===== config.mk =====
export PLATFORM = sky130hd
export DESIGN_NAME = view_control
export DESIGN_NICKNAME = d
export VERILOG_FILES = /design/src/source/mandel_pkg.sv /design/src/source/view_control.sv
export SDC_FILE = /design/constraint.sdc
export NUM_CORES = 1
export LEC_CHECK = 0
export ABC_CLOCK_PERIOD_IN_PS = 17700
export BUFFER_PORTS_ARGS = -buffer_cell sky130_fd_sc_hd__buf_2
export CORE_MARGIN = 2
export CORE_UTILIZATION = 40
export CTS_CLUSTER_SIZE = 24
export DETAILED_ROUTE_END_ITERATION = 10
export REMOVE_ABC_BUFFERS = 1
export SKIP_LAST_GASP = 1
export SLEW_MARGIN = 0
export SYNTH_ARGS = -nofsm -noshare
export SYNTH_HDL_FRONTEND = slang
export SYNTH_SLANG_ARGS = --single-unit

===== constraint.sdc =====
create_clock -name clk_sys -period 17.7 [get_ports clk_sys]
set_clock_uncertainty 0.2 [all_clocks]
set_input_delay 1.77 -clock clk_sys [delete_from_list [all_inputs] [get_ports clk_sys]]
set_output_delay 1.77 -clock clk_sys [all_outputs]
set_load 0.005 [all_outputs]

===== src/source/mandel_pkg.sv =====
/* mandelbrot explorer shared definitions
   Q4.21 fixed point, framebuffer geometry, view and iteration limits */
`default_nettype none

package mandel_pkg;

    localparam int FP_WIDTH = 25;  // signed fixed-point word
    localparam int FP_FRAC  = 21;  // fractional bits, 4 integer bits remain
    localparam int ITER_MAX = 63;  // iteration limit
    localparam int CIDXW    = 8;   // colour index width

    localparam int FB_WIDTH  = 32;  // framebuffer width in pixels
    localparam int FB_HEIGHT = 18;  // framebuffer height in pixels
    localparam int FB_PIXELS = 576;
    localparam int FB_ADDRW  = 10;
    localparam int CORDW     = 6;   // unsigned pixel coordinate

    // view window after reset
    localparam logic signed [FP_WIDTH-1:0] X_START  = -25'sd5242880;  // -2.5
    localparam logic signed [FP_WIDTH-1:0] Y_START  = -25'sd2359296;  // -1.125
    localparam logic signed [FP_WIDTH-1:0] STEP_MAX = 25'sd262144;    // 1/8, also reset step

    typedef enum logic [1:0] {
        MODE_HORIZONTAL = 2'd0,
        MODE_VERTICAL   = 2'd1,
        MODE_ZOOM       = 2'd2
    } view_mode_t;

endpackage

`default_nettype wire


===== src/source/view_control.sv =====
/* view control: mode FSM, pan and zoom of the view window with a step limit check,
   and the render start pulse */
`default_nettype none
`timescale 1ns/1ps

module view_control import mandel_pkg::*; (
    input  wire logic                    clk_sys,
    input  wire logic                    rst_sys,
    input  wire logic                    btn_mode,
    input  wire logic                    btn_up,
    input  wire logic                    btn_dn,
    input  wire logic                    render_busy,
    output logic signed [FP_WIDTH-1:0]   x_start,
    output logic signed [FP_WIDTH-1:0]   y_start,
    output logic signed [FP_WIDTH-1:0]   step,
    output logic                         start,
    output view_mode_t                   view_mode
);

    logic                       pending;     // change waiting for commit
    logic                       render_req;  // committed, start goes out next
    logic                       accept;
    logic                       step_ok;
    logic signed [FP_WIDTH-1:0] x_calc, y_calc, step_calc;
    logic signed [FP_WIDTH-1:0] x_next, y_next, step_next;

    // buttons only count when nothing is in progress
    assign accept  = !pending && !render_req && !start && !render_busy;
    assign step_ok = (step_next != '0) && (step_next <= STEP_MAX);

    // candidate window, up wins over down
    always_comb begin
        x_calc    = x_start;
        y_calc    = y_start;
        step_calc = step;
        case (view_mode)
            MODE_HORIZONTAL: x_calc = btn_up ? x_start - (step <<< 2) : x_start + (step <<< 2);
            MODE_VERTICAL:   y_calc = btn_up ? y_start - (step <<< 2) : y_start + (step <<< 2);
            MODE_ZOOM: begin
                if (btn_up) begin  // zoom in around the centre
                    x_calc    = x_start + (step <<< 3);
                    y_calc    = y_start + (step <<< 2) + (step >>> 1);
                    step_calc = step >>> 1;
                end else begin     // zoom out
                    x_calc    = x_start - (step <<< 4);
                    y_calc    = y_start - (step <<< 3) - step;
                    step_calc = step <<< 1;
                end
            end
            default: ;
        endcase
    end

    always_ff @(posedge clk_sys) begin
        if (rst_sys) begin
            view_mode  <= MODE_HORIZONTAL;
            x_start    <= X_START;
            y_start    <= Y_START;
            step       <= STEP_MAX;
            pending    <= 1'b0;
            render_req <= 1'b1;  // first frame without any button
            start      <= 1'b0;
        end else begin
            start      <= render_req;
            render_req <= 1'b0;
            if (accept && btn_mode) begin
                case (view_mode)
                    MODE_HORIZONTAL: view_mode <= MODE_VERTICAL;
                    MODE_VERTICAL:   view_mode <= MODE_ZOOM;
                    default:         view_mode <= MODE_HORIZONTAL;
                endcase
            end
            if (accept && (btn_up || btn_dn)) begin
                pending   <= 1'b1;
                x_next    <= x_calc;
                y_next    <= y_calc;
                step_next <= step_calc;
            end
            if (pending) begin
                pending <= 1'b0;
                if (step_ok) begin  // out of range drops the whole change
                    x_start    <= x_next;
                    y_start    <= y_next;
                    step       <= step_next;
                    render_req <= 1'b1;
                end
            end
        end
    end

endmodule

`default_nettype wire


== Word-level counts from Yosys, hierarchy flattened ==
Index checks and enable logic that the tools add are counted.

* Add/subtract/negate cells: 9
* $lt $le $gt $ge: 1
* Equal/unequal tests: 2
* Mux-type cells: 12
* Bitwise gates (word level): 1
* Reduce and logical (&&, ||, !) cells: 16

{| class="wikitable"
|+ Operator list
! kind !! count
|-
| 25-bit 2-to-1 mux || 6
|-
| 25-bit subtractor || 5
|-
| 25-bit one-hot mux with 2 select lines || 2
|-
| 25-bit adder || 3
|-
| 25-bit by 24-bit adder with 25-bit output || 1
|-
| 25-bit by 20-bit less-or-equal comparator with 1-bit output (second input constant) || 1
|-
| 25-bit nonzero test || 1
|-
| 1-bit logical AND || 6
|-
| 1-bit zero test || 4
|-
| 2-bit one-hot mux with 2 select lines || 1
|-
| 2-bit AND reduction || 2
|-
| 1-bit 2-to-1 mux || 3
|-
| 2-bit by 1-bit == test with 1-bit output (second input constant) || 1
|-
| 2-bit == test (second input constant) || 1
|-
| 2-bit zero test || 1
|-
| 2-bit OR reduction || 1
|-
| 1-bit logical OR || 1
|-
| 1-bit NOT || 1
|}

* Register bits after elaboration: 155
* Bits of input ports: 6
* Output and inout bits: 78
* Logic and storage cells: 51

== Depth between registers and ports, before layout ==
Gate-level depths: netlist of run 1.

* Word-level depth: 6
* Gate-level depth with buffers: 23
* Mapped depth without buffers: 21

== Worst setup path before layout of run 1 ==
OpenSTA, ideal clock, no wires.

* Path kind: input to register
* Start: input btn_up
* End: register step_next[0], enable pin
* Setup time: 0.617 ns
* Data arrival time: 8.171 ns
* Data required time: 16.883 ns
* Setup slack: 8.712 ns
* Cell stages on the path: 5
* Buffers on the path: 3
* Path through: clkbuf_1 -> clkbuf_1 -> buf_1 -> nor2_1 -> nor3b_1

* Word-level cells in the longest chain between the ends: 3

{| class="wikitable"
|+ RTL lines
! item !! line !! RTL
|-
| start: declaration || view_control.sv:10 || <nowiki>input wire logic btn_up,</nowiki>
|-
| 1-bit logical OR || view_control.sv:73 || <nowiki>if (accept && (btn_up || btn_dn)) begin</nowiki>
|-
| 1-bit logical AND || view_control.sv:73 ||
|-
| 2-bit AND reduction (no source line) || n/a ||
|-
| end signal: assignment || view_control.sv:77 || <nowiki>step_next <= step_calc;</nowiki>
|-
| end: declaration || view_control.sv:25 || <nowiki>logic signed [FP_WIDTH-1:0] x_next, y_next, step_next;</nowiki>
|}

No other way between the ends.
A chain may end at the register's enable or synchronous reset.

== Worst setup path in the final report of run 1 ==
* Start: register step[4]
* End: register y_next[21] (data pin)

* Word-level cells in the longest chain between the ends: 4
* Elaborated cells between the ends (all ways): 8
* Those cells by class: 5 x add/sub; 3 x mux

{| class="wikitable"
|+ RTL lines
! item !! line !! RTL
|-
| start: declaration || view_control.sv:15 || <nowiki>output logic signed [FP_WIDTH-1:0] step,</nowiki>
|-
| start signal: assignment || view_control.sv:84 || <nowiki>step <= step_next;</nowiki>
|-
| 25-bit subtractor / 25-bit adder (equally long branches) || view_control.sv:46, view_control.sv:38, view_control.sv:42 ||
|-
| 25-bit subtractor / 25-bit by 24-bit adder with 25-bit output (equally long branches) || view_control.sv:46, view_control.sv:42 ||
|-
| 25-bit 2-to-1 mux || view_control.sv:40 || <nowiki>if (btn_up) begin</nowiki>
|-
| 25-bit one-hot mux with 2 select lines (*) || view_control.sv:36 || <nowiki>case (view_mode)</nowiki>
|-
| net y_calc[21] || view_control.sv:24 || <nowiki>logic signed [FP_WIDTH-1:0] x_calc, y_calc, step_calc;</nowiki>
|-
| end signal: assignment || view_control.sv:76 || <nowiki>y_next <= y_calc;</nowiki>
|-
| end: declaration || view_control.sv:25 ||
|}

Mark *: on every way through the listed nets, which the timed path passes. The rest lies on a longest branch.

==> flow_summary.yaml, run 1 <==
layout:
  drive_gt1_share_pct: 8.91
  final_cell_area_um2: 16800
  diodes: 0
  syn_to_final_growth_pct: 9.51
  final_core_util_pct: 44.6
  fin_nets: 2047
cts:
  cts.clk_slew.worst_paths_ns: 0.07
  clock_latency_ns: 0.47
  ctsHoldBuffers: 0
  cts_resized: 0
  htreeDepth: 4
  cts_buffers: 17
  root_buffer: "clkbuf_16"
  cts_tree: "done"
  clock-sinks: 155
  cts_setup_buffers: 0
  clk_path_buf_depth: 2
yosys:
  async_flop_share_pct: 0
  syn-cell-area_um2: 15400
  synth-edff-count: 75
  synth.top_cell.area_share_pct: 14.6
  yosysTopAreaCell: "edfxtp_1"
  yosysSeqAreaShare_pct: 25.1
  synth_ff_type: "dfxtp_1"
  synth_warnings: 0
  synth_seq_cells: 155
  synth_area_per_cell_um2: 8.46
  synthDistinctLibCells: 92
  syn_inst: 1819
  ys_top_cells_by_area: "edfxtp_1 15%, ha_1 13%, dfxtp_1 10%, mux2i_1 6.3%, xnor2_1 6.1%"
timing:
  hold_ws_ns: 0.275
  hold_violations: 0
  tightestPinTransition_ns: 1.10
  drv_slew: 0
  setup_viol: 0
  period_needed_ns: 5.96
  fmax_ghz: 0.168
  final.period_utilization_pct: 33.7
  grt_setup_unrepaired: "no"
  tns_ns: 0
  slew_headroom_pct: 26.4
worst_hold_path:
  hold_depth: 2
  hold_path.class: "register to register"
flow_run:
  cap_violations: 0
critical_path:
  arrival_ns: 5.98
  setup.worst_path.class: "register to register"
  cp-end-kind: "register"
  start_kind: "register"
  rr_worst_depth: 18
  crit_path_max_fanout: 10
  worst-endpoint-required_ns: 17.72
drt:
  drtPass1Iterations: 5
  ant_nets: 0
  drt-total-wl_um: 47800
  post_drt_wl_per_cell_um: 20.1
  drtIter0Drc: 1030
  drc: 0
  via_per_inst: 5.78
  vias: 13700
floorplan:
  fp-row-count: 71
  ios: 84
  fp.dieH_um: 200
  fp.dieW_um: 200
  initial_core_util_pct: 40.7
  dieArea_um2: 40000
  core_region_area_um2: 37800
grt:
  grt_pass1_vias: 13400
  grt_pass1_wl_um: 74200
  overflow: 0
  grt_usage_pct: 24.2
  grt_max_degree: 76
  antenna_found_initial: 0
power:
  peakVddDrop_uv: 81.3
  powerDensity_nw_per_um2: 61.2
  leakage_nw: 7.42
  total_power_mw: 1.03
placed_design:
  place_congestion: 0.947
  io_buffers: 83
  dp_hpwl_um: 35000
  placed_area_um2: 16200
outcome:
  status: "complete, no violations"
## final timing paths
check	startpoint	end	slack, ns
hold / removal	y_next[6]$_DFFE_PP_	y_start[6]$_SDFFE_PP0P_	0.28
setup reg to reg	step[4]$_SDFFE_PP0P_	y_next[21]$_DFFE_PP_	11.74
hold reg to reg	y_next[6]$_DFFE_PP_	y_start[6]$_SDFFE_PP0P_	0.28
setup / recovery	step[4]$_SDFFE_PP0P_	y_next[21]$_DFFE_PP_	11.74
## metal layers
metal | part of all wire, % | track usage (%) | vias to the layer above | wire length, um
li1 | - | - | 6691 | -
met1 | 46 | 32.9 | 6526 | 22000
met2 | 45 | 39.0 | 440 | 21400
met3 | 6.4 | 3.34 | 68 | 3060
met4 | 2.8 | 8.81 | 0 | 1350
met5 | 0 | 0 | - | 0
## where the power goes
part	switching [mW]	leakage [nW]	total (mW)	internal (mW)
registers	0.00843	1.34	0.396	0.387
logic	0.140	5.78	0.239	0.0991
clock network	0.172	0.300	0.397	0.225
## flip-flops by register name (all words and copies together) (netlist names), 2 cells and up
register,cells
step,25
step_next,25
view_mode,2
x_next,25
x_start,25
y_next,25
y_start,25
## final cells by class
class                   instances  area (um2)
clock buffers                  21         480
fillers                      3721       20900
multi-input cells            1469       10800
well taps                     511         639
clock inverters                11         131
inverters                     105         394
flip-flops and latches        155        3850
repair buffers                103         571
## kinds of logic after synthesis
kind of cell               after synthesis  share of synthesized area (%)
DFF                                    155                           25.1
AOI/OAI and AO/OA                      552                           23.5
buffers and inverters                  195                           5.04
adders and majority gates              190                           16.8
xor gates and xnor gates               150                           8.64
muxes                                  101                           6.61
and+or+nand+nor                        476                           14.3
## worst max-delay path, cell delays in order, from the launching register on
cell      delay [ns]
dfxtp_1         0.63
inv_1           0.31
ha_1            0.56
and2b_1         0.22
o21ai_0         0.20
o311ai_2        0.20
a211o_1         0.35
a21o_1          0.19
a21oi_1         0.23
xnor2_1         0.12
ha_1            0.40
nand2_1         0.14
o41ai_1         0.71
a221o_1         0.27
nand2_1         0.10
a21oi_1         0.25
mux2i_1         0.21
a31oi_1         0.09
o32a_1          0.34
## layout by cell type (no fill, tap or decap), types with 20 or more instances in the layout
master    instances
a21o_1           45
a21oi_1         178
buf_2            81
buf_4            22
dfxtp_1          80
edfxtp_1         75
fa_1             28
ha_1            161
inv_1           104
mux2i_1          97
nand2_1         107
nand3_1          35
nor2_1          199
o211ai_1         20
o21ai_0         104
xnor2_1         108
xor2_1           41
## through the flow
step	worst slack (ns)	instances
floorplan	9.16	1729
global placement	11.74	2343
detailed placement	11.70	2343
CTS	11.81	2375
global route	11.39	2375
finish	11.74	2375
## cell usage after synthesis, types with 5 or more instances
cell and count:
nor2_1 199, a21oi_1 178, ha_1 162, xnor2_1 108, nand2_1 107, inv_1 104
o21ai_0 104, mux2i_1 97, dfxtp_1 80, edfxtp_1 75, clkbuf_1 72, a21o_1 45
xor2_1 41, nand3_1 35, fa_1 28, o211ai_1 20, a211oi_1 19, a31oi_1 19
nand2b_1 19, nor3_1 18, a211o_1 17, a22oi_1 17, and3_1 16, nor4_1 14
o21bai_1 14, nor2b_1 13, o31ai_1 12, and2_1 11, buf_2 10, o21a_1 10
or3_1 10, a221oi_1 9, nand4_1 9, a222oi_1 7, o21ai_1 7, o221ai_1 7
a41oi_1 5, o2111ai_1 5
No activity file was read; power rests on OpenSTA's default activity.
==> run 2, diff against run 1 <==
Settings changed: ABC_CLOCK_PERIOD_IN_PS 17700 to 5280.
Clock period 17.7 ns to 5.28 ns, I/O delays scaled along.
==> flow_summary.yaml, run 2 (synthesis results as in run 1) <==
timing:
  hold_violations: 0
  worst_slack_ns: 0.161
  slew_headroom_pct: 42.1
  fmax_ghz: 0.195
  final.period_utilization_pct: 97.0
  period_needed_ns: 5.12
  hold_ws_ns: 0.149
  drv_slew: 0
  setup_viol: 0
  grt_setup_unrepaired: "yes"
  tns_ns: 0
  tightestPinTransition_ns: 0.866
layout:
  final_cell_mix: "199 x nor2_1, 176 x a21oi_1, 160 x ha_1, 108 x xnor2_1, 107 x nand2_1"
  final_common_cell: "nor2_1"
  diodes: 0
  fin_nets: 2095
  fin_cells: 2423
  final_cell_area_um2: 17300
  drive_gt1_share_pct: 11.5
  final_core_util_pct: 45.8
  syn_to_final_growth_pct: 12.3
floorplan:
  fp.dieH_um: 200
  dieArea_um2: 40000
  fp.dieW_um: 200
  ios: 84
  fp-row-count: 71
  core_region_area_um2: 37800
  initial_core_util_pct: 40.7
drt:
  drt-total-wl_um: 49100
  vias: 14100
  post_drt_wl_per_cell_um: 20.3
  drtPass1Iterations: 8
  via_per_inst: 5.82
  drtIter0Drc: 1136
  drc: 0
  ant_nets: 0
worst_hold_path:
  hold_depth: 3
  hold_path.class: "input pin to register"
  hp-start: "btn_mode"
  holdPathEnd: "view_mode[0]$_SDFFE_PP0P_"
critical_path:
  reg2reg_to: "y_next[21]$_DFFE_PP_"
  rr_startpoint: "y_start[2]$_SDFFE_PP0P_"
  ff2ff_setup_slack_ns: 0.16
  critPathTopFamily: "compound AO/OA/AOI/OAI gates"
  crit_path_max_fanout: 6
  start_kind: "register"
  path_cells: "ha_1 -> fa_1 -> nor2b_4 -> o21ai_4 -> o311ai_2 -> a211o_1 -> a21o_1 -> a21oi_2 -> xnor2_1 -> ha_2 -> a211oi_2 -> o21ai_1 -> a221oi_2 -> o41ai_2 -> a221o_1 -> nand2_1 -> a21oi_1 -> mux2i_1 -> a31oi_1 -> o32a_1"
  slowest_delay_ns: 0.43
  cpMaxStageDelayCell: "fa_1"
  arrival_ns: 5.13
  setup.worst_path.class: "register to register"
  rr_worst_depth: 20
  cp-end-kind: "register"
  crit_buf_inv: 0
  worst-endpoint-required_ns: 5.29
cts:
  root_buffer: "clkbuf_16"
  cts_buffers: 17
  cts.clk_slew.worst_paths_ns: 0.07
  cts_setup_buffers: 0
  clk_path_buf_depth: 2
  htreeDepth: 4
  clock-sinks: 155
  clock_latency_ns: 0.47
  cts_tree: "done"
placed_design:
  dp_slack_ns: 0.0688
  io_buffers: 83
  dp_hpwl_um: 36500
  dp.cells: 2391
  placed_area_um2: 16600
  place_congestion: 0.986
power:
  leakage_nw: 7.67
  powerDensity_nw_per_um2: 203
  peakVddDrop_uv: 250
  total_power_mw: 3.51
grt:
  overflow: 0
  grt_pass1_wl_um: 76200
  grt_max_degree: 88
  grt_usage_pct: 24.9
  antenna_found_initial: 0
  grt_pass1_vias: 13600
outcome:
  status: "complete, no violations"
flow_run:
  cap_violations: 0
-- run 2: cell types whose count changed in the layout (fill, tap and decap cells not counted), sizes merged --
cell	previous run	this run
buf	103	151
clkbuf	21	18
clkinvlp	1	4
bufinv	2	4
clkinv	5	3
-- run 2: tightest hold or removal path, cell delays in order --
cell and delay, ns:
buf_2 0.11, nand3_1 0.07, a21oi_1 0.05
-- run 2: routing by layer --
layer / GRT usage, % / part of all wire, % / routed length (um)
met1: 33.9 / 45 / 22300
met4: 7.24 / 2.3 / 1140
met3: 4.47 / 6.5 / 3190
met5: 0 / 0 / 0
met2: 40.4 / 46 / 22500
-- run 2: area by class of cell --
type | count | area (um2)
Timing Repair Buffer | 151 | 956
Multi-Input combinational cell | 1469 | 10800
Sequential cell | 155 | 3850
Fill cell | 3646 | 20500
Inverter | 105 | 394
Clock inverter | 14 | 193
Tap cell | 511 | 639
Clock buffer | 18 | 429
-- run 2: timing repair --
action	4_1_cts	5_1_grt
gates resized for setup	0	10
hold buffers	0	0
endpoints found under the setup margin	0	5
-- run 2: worst max-delay path by stage --
stage | startpoint | endpoint | depth (start not counted)
floorplan | render_busy | step_next[0]$_DFFE_PP_ | 2
global placement | y_start[2]$_SDFFE_PP0P_ | y_next[21]$_DFFE_PP_ | 18
detailed placement | y_start[2]$_SDFFE_PP0P_ | y_next[21]$_DFFE_PP_ | 18
CTS | y_start[2]$_SDFFE_PP0P_ | y_next[21]$_DFFE_PP_ | 18
global route | y_start[2]$_SDFFE_PP0P_ | y_next[21]$_DFFE_PP_ | 20
finish | y_start[2]$_SDFFE_PP0P_ | y_next[21]$_DFFE_PP_ | 20
-- run 2: report_power, final --
part           switching (mW)  internal (mW)
Clock                   0.571          0.793
Sequential             0.0208           1.30
Combinational           0.489          0.340
Total                    1.08           2.43
==> run 3, diff against run 2 <==
Settings changed: CORE_MARGIN 2 to 1, CTS_BUF_LIST from default to sky130_fd_sc_hd__clkbuf_16.
==> flow_summary.yaml, run 3 (synthesis results as in run 1) <==
layout:
  syn_to_final_growth_pct: 12.0
  num-fill-cells: 3655
  drive_gt1_share_pct: 11.5
  fin_nets: 2096
  final_common_cell: "nor2_1"
  final_core_util_pct: 45.6
  final_cell_mix: "199 x nor2_1, 177 x a21oi_1, 160 x ha_1, 108 x xnor2_1, 107 x nand2_1"
  diodes: 0
cts:
  cts_setup_buffers: 0
  clock_latency_ns: 0.47
  cts_tree: "done"
  clock-sinks: 155
  htreeDepth: 4
  cts_buffers: 17
  cts.clk_slew.worst_paths_ns: 0.07
  root_buffer: "clkbuf_16"
  clk_path_buf_depth: 2
floorplan:
  ios: 84
  initial_core_util_pct: 40.7
  core_region_area_um2: 37800
  fp.dieH_um: 198
  fp.dieW_um: 198
  fp-row-count: 71
  dieArea_um2: 39200
critical_path:
  rr_startpoint: "y_start[2]$_SDFFE_PP0P_"
  ff2ff_setup_slack_ns: 0.22
  crit_path_max_fanout: 6
  cp-end-kind: "register"
  worst-endpoint-required_ns: 5.29
  setup.worst_path.class: "register to register"
  reg2reg_to: "y_next[21]$_DFFE_PP_"
  start_kind: "register"
  rr_worst_depth: 20
  arrival_ns: 5.08
worst_hold_path:
  hold_path.class: "input pin to register"
  hp-start: "btn_mode"
  holdPathEnd: "view_mode[0]$_SDFFE_PP0P_"
  hold_depth: 3
placed_design:
  io_buffers: 83
  place_congestion: 0.981
  dp_hpwl_um: 36600
  dp_slack_ns: 0.0593
timing:
  tns_ns: 0
  setup_viol: 0
  grt_setup_unrepaired: "yes"
  worst_slack_ns: 0.216
  hold_violations: 0
  hold_ws_ns: 0.149
  final.period_utilization_pct: 95.9
  drv_slew: 0
  period_needed_ns: 5.06
  fmax_ghz: 0.197
  tightestPinTransition_ns: 0.874
  slew_headroom_pct: 41.6
grt:
  antenna_found_initial: 0
  grt_max_degree: 88
  grt_pass1_vias: 13600
  grt_pass1_wl_um: 75700
  grt_usage_pct: 25.2
  overflow: 0
drt:
  via_per_inst: 5.80
  ant_nets: 0
  drt-total-wl_um: 49000
  vias: 14100
  drtPass1Iterations: 6
  drc: 0
  drtIter0Drc: 1244
  post_drt_wl_per_cell_um: 20.2
power:
  total_power_mw: 3.43
  leakage_nw: 7.66
  powerDensity_nw_per_um2: 199
  peakVddDrop_uv: 255
flow_run:
  cap_violations: 0
outcome:
  status: "complete, no violations"
run 3: critical path: stages, from the launching register on:
cell	delay [ns]
dfxtp_1	0.35
ha_1	0.25
fa_2	0.38
nor2b_4	0.15
o21ai_2	0.16
o311ai_2	0.12
a211o_1	0.32
a21o_1	0.20
a21oi_2	0.16
xnor2_1	0.15
ha_2	0.34
a211oi_1	0.25
o21ai_1	0.14
a221oi_2	0.28
o41ai_2	0.16
a221o_1	0.36
nand2_1	0.12
a21oi_1	0.11
mux2i_1	0.16
a31oi_1	0.09
o32a_1	0.37
run 3: final cells by class:
class                      count  area [um2]  area share (%)
timing repair buffer         152         963            5.59
tap                          511         639            3.71
clock buffer                  17         425            2.47
inverter                     105         394            2.29
sequential                   155        3850            22.4
multi-input combinational   1469       10800            62.7
clock inverter                15         149           0.865
run 3: how the worst max path moves through the flow:
stage,startpoint,to,depth (start not counted)
global route,y_start[2]$_SDFFE_PP0P_,y_next[21]$_DFFE_PP_,20
detailed placement,y_start[2]$_SDFFE_PP0P_,y_next[21]$_DFFE_PP_,18
global placement,y_start[2]$_SDFFE_PP0P_,y_next[21]$_DFFE_PP_,18
CTS,y_start[2]$_SDFFE_PP0P_,y_next[21]$_DFFE_PP_,18
finish,y_start[2]$_SDFFE_PP0P_,y_next[21]$_DFFE_PP_,20
floorplan,render_busy,step_next[0]$_DFFE_PP_,2
run 3: repair_timing:
action,in CTS,in global routing
hold buffers,0,0
endpoints found under the setup margin,0,6
gates resized for setup,0,7
run 3: power by group:
| part | switching [mW] | internal, mW |
|---|---|---|
| Sequential | 0.0203 | 1.30 |
| Combinational | 0.496 | 0.340 |
| Clock | 0.579 | 0.695 |
run 3: through the flow:
| stage | area (um2) | std cells |
|---|---|---|
| 2_1_floorplan | 15000 | 1729 |
| 3_3_place_gp | 16600 | 2392 |
| 3_5_place_dp | 16600 | 2392 |
| 4_1_cts | 17200 | 2424 |
| 5_1_grt | 17200 | 2424 |
| 6_report | 17200 | 2424 |
run 3: metal layers:
layer  wire length [um]  GRT usage, %
met5                  0             0
met4               1480          8.96
met3               3020          3.25
met2              22100          40.6
met1              22400          34.3
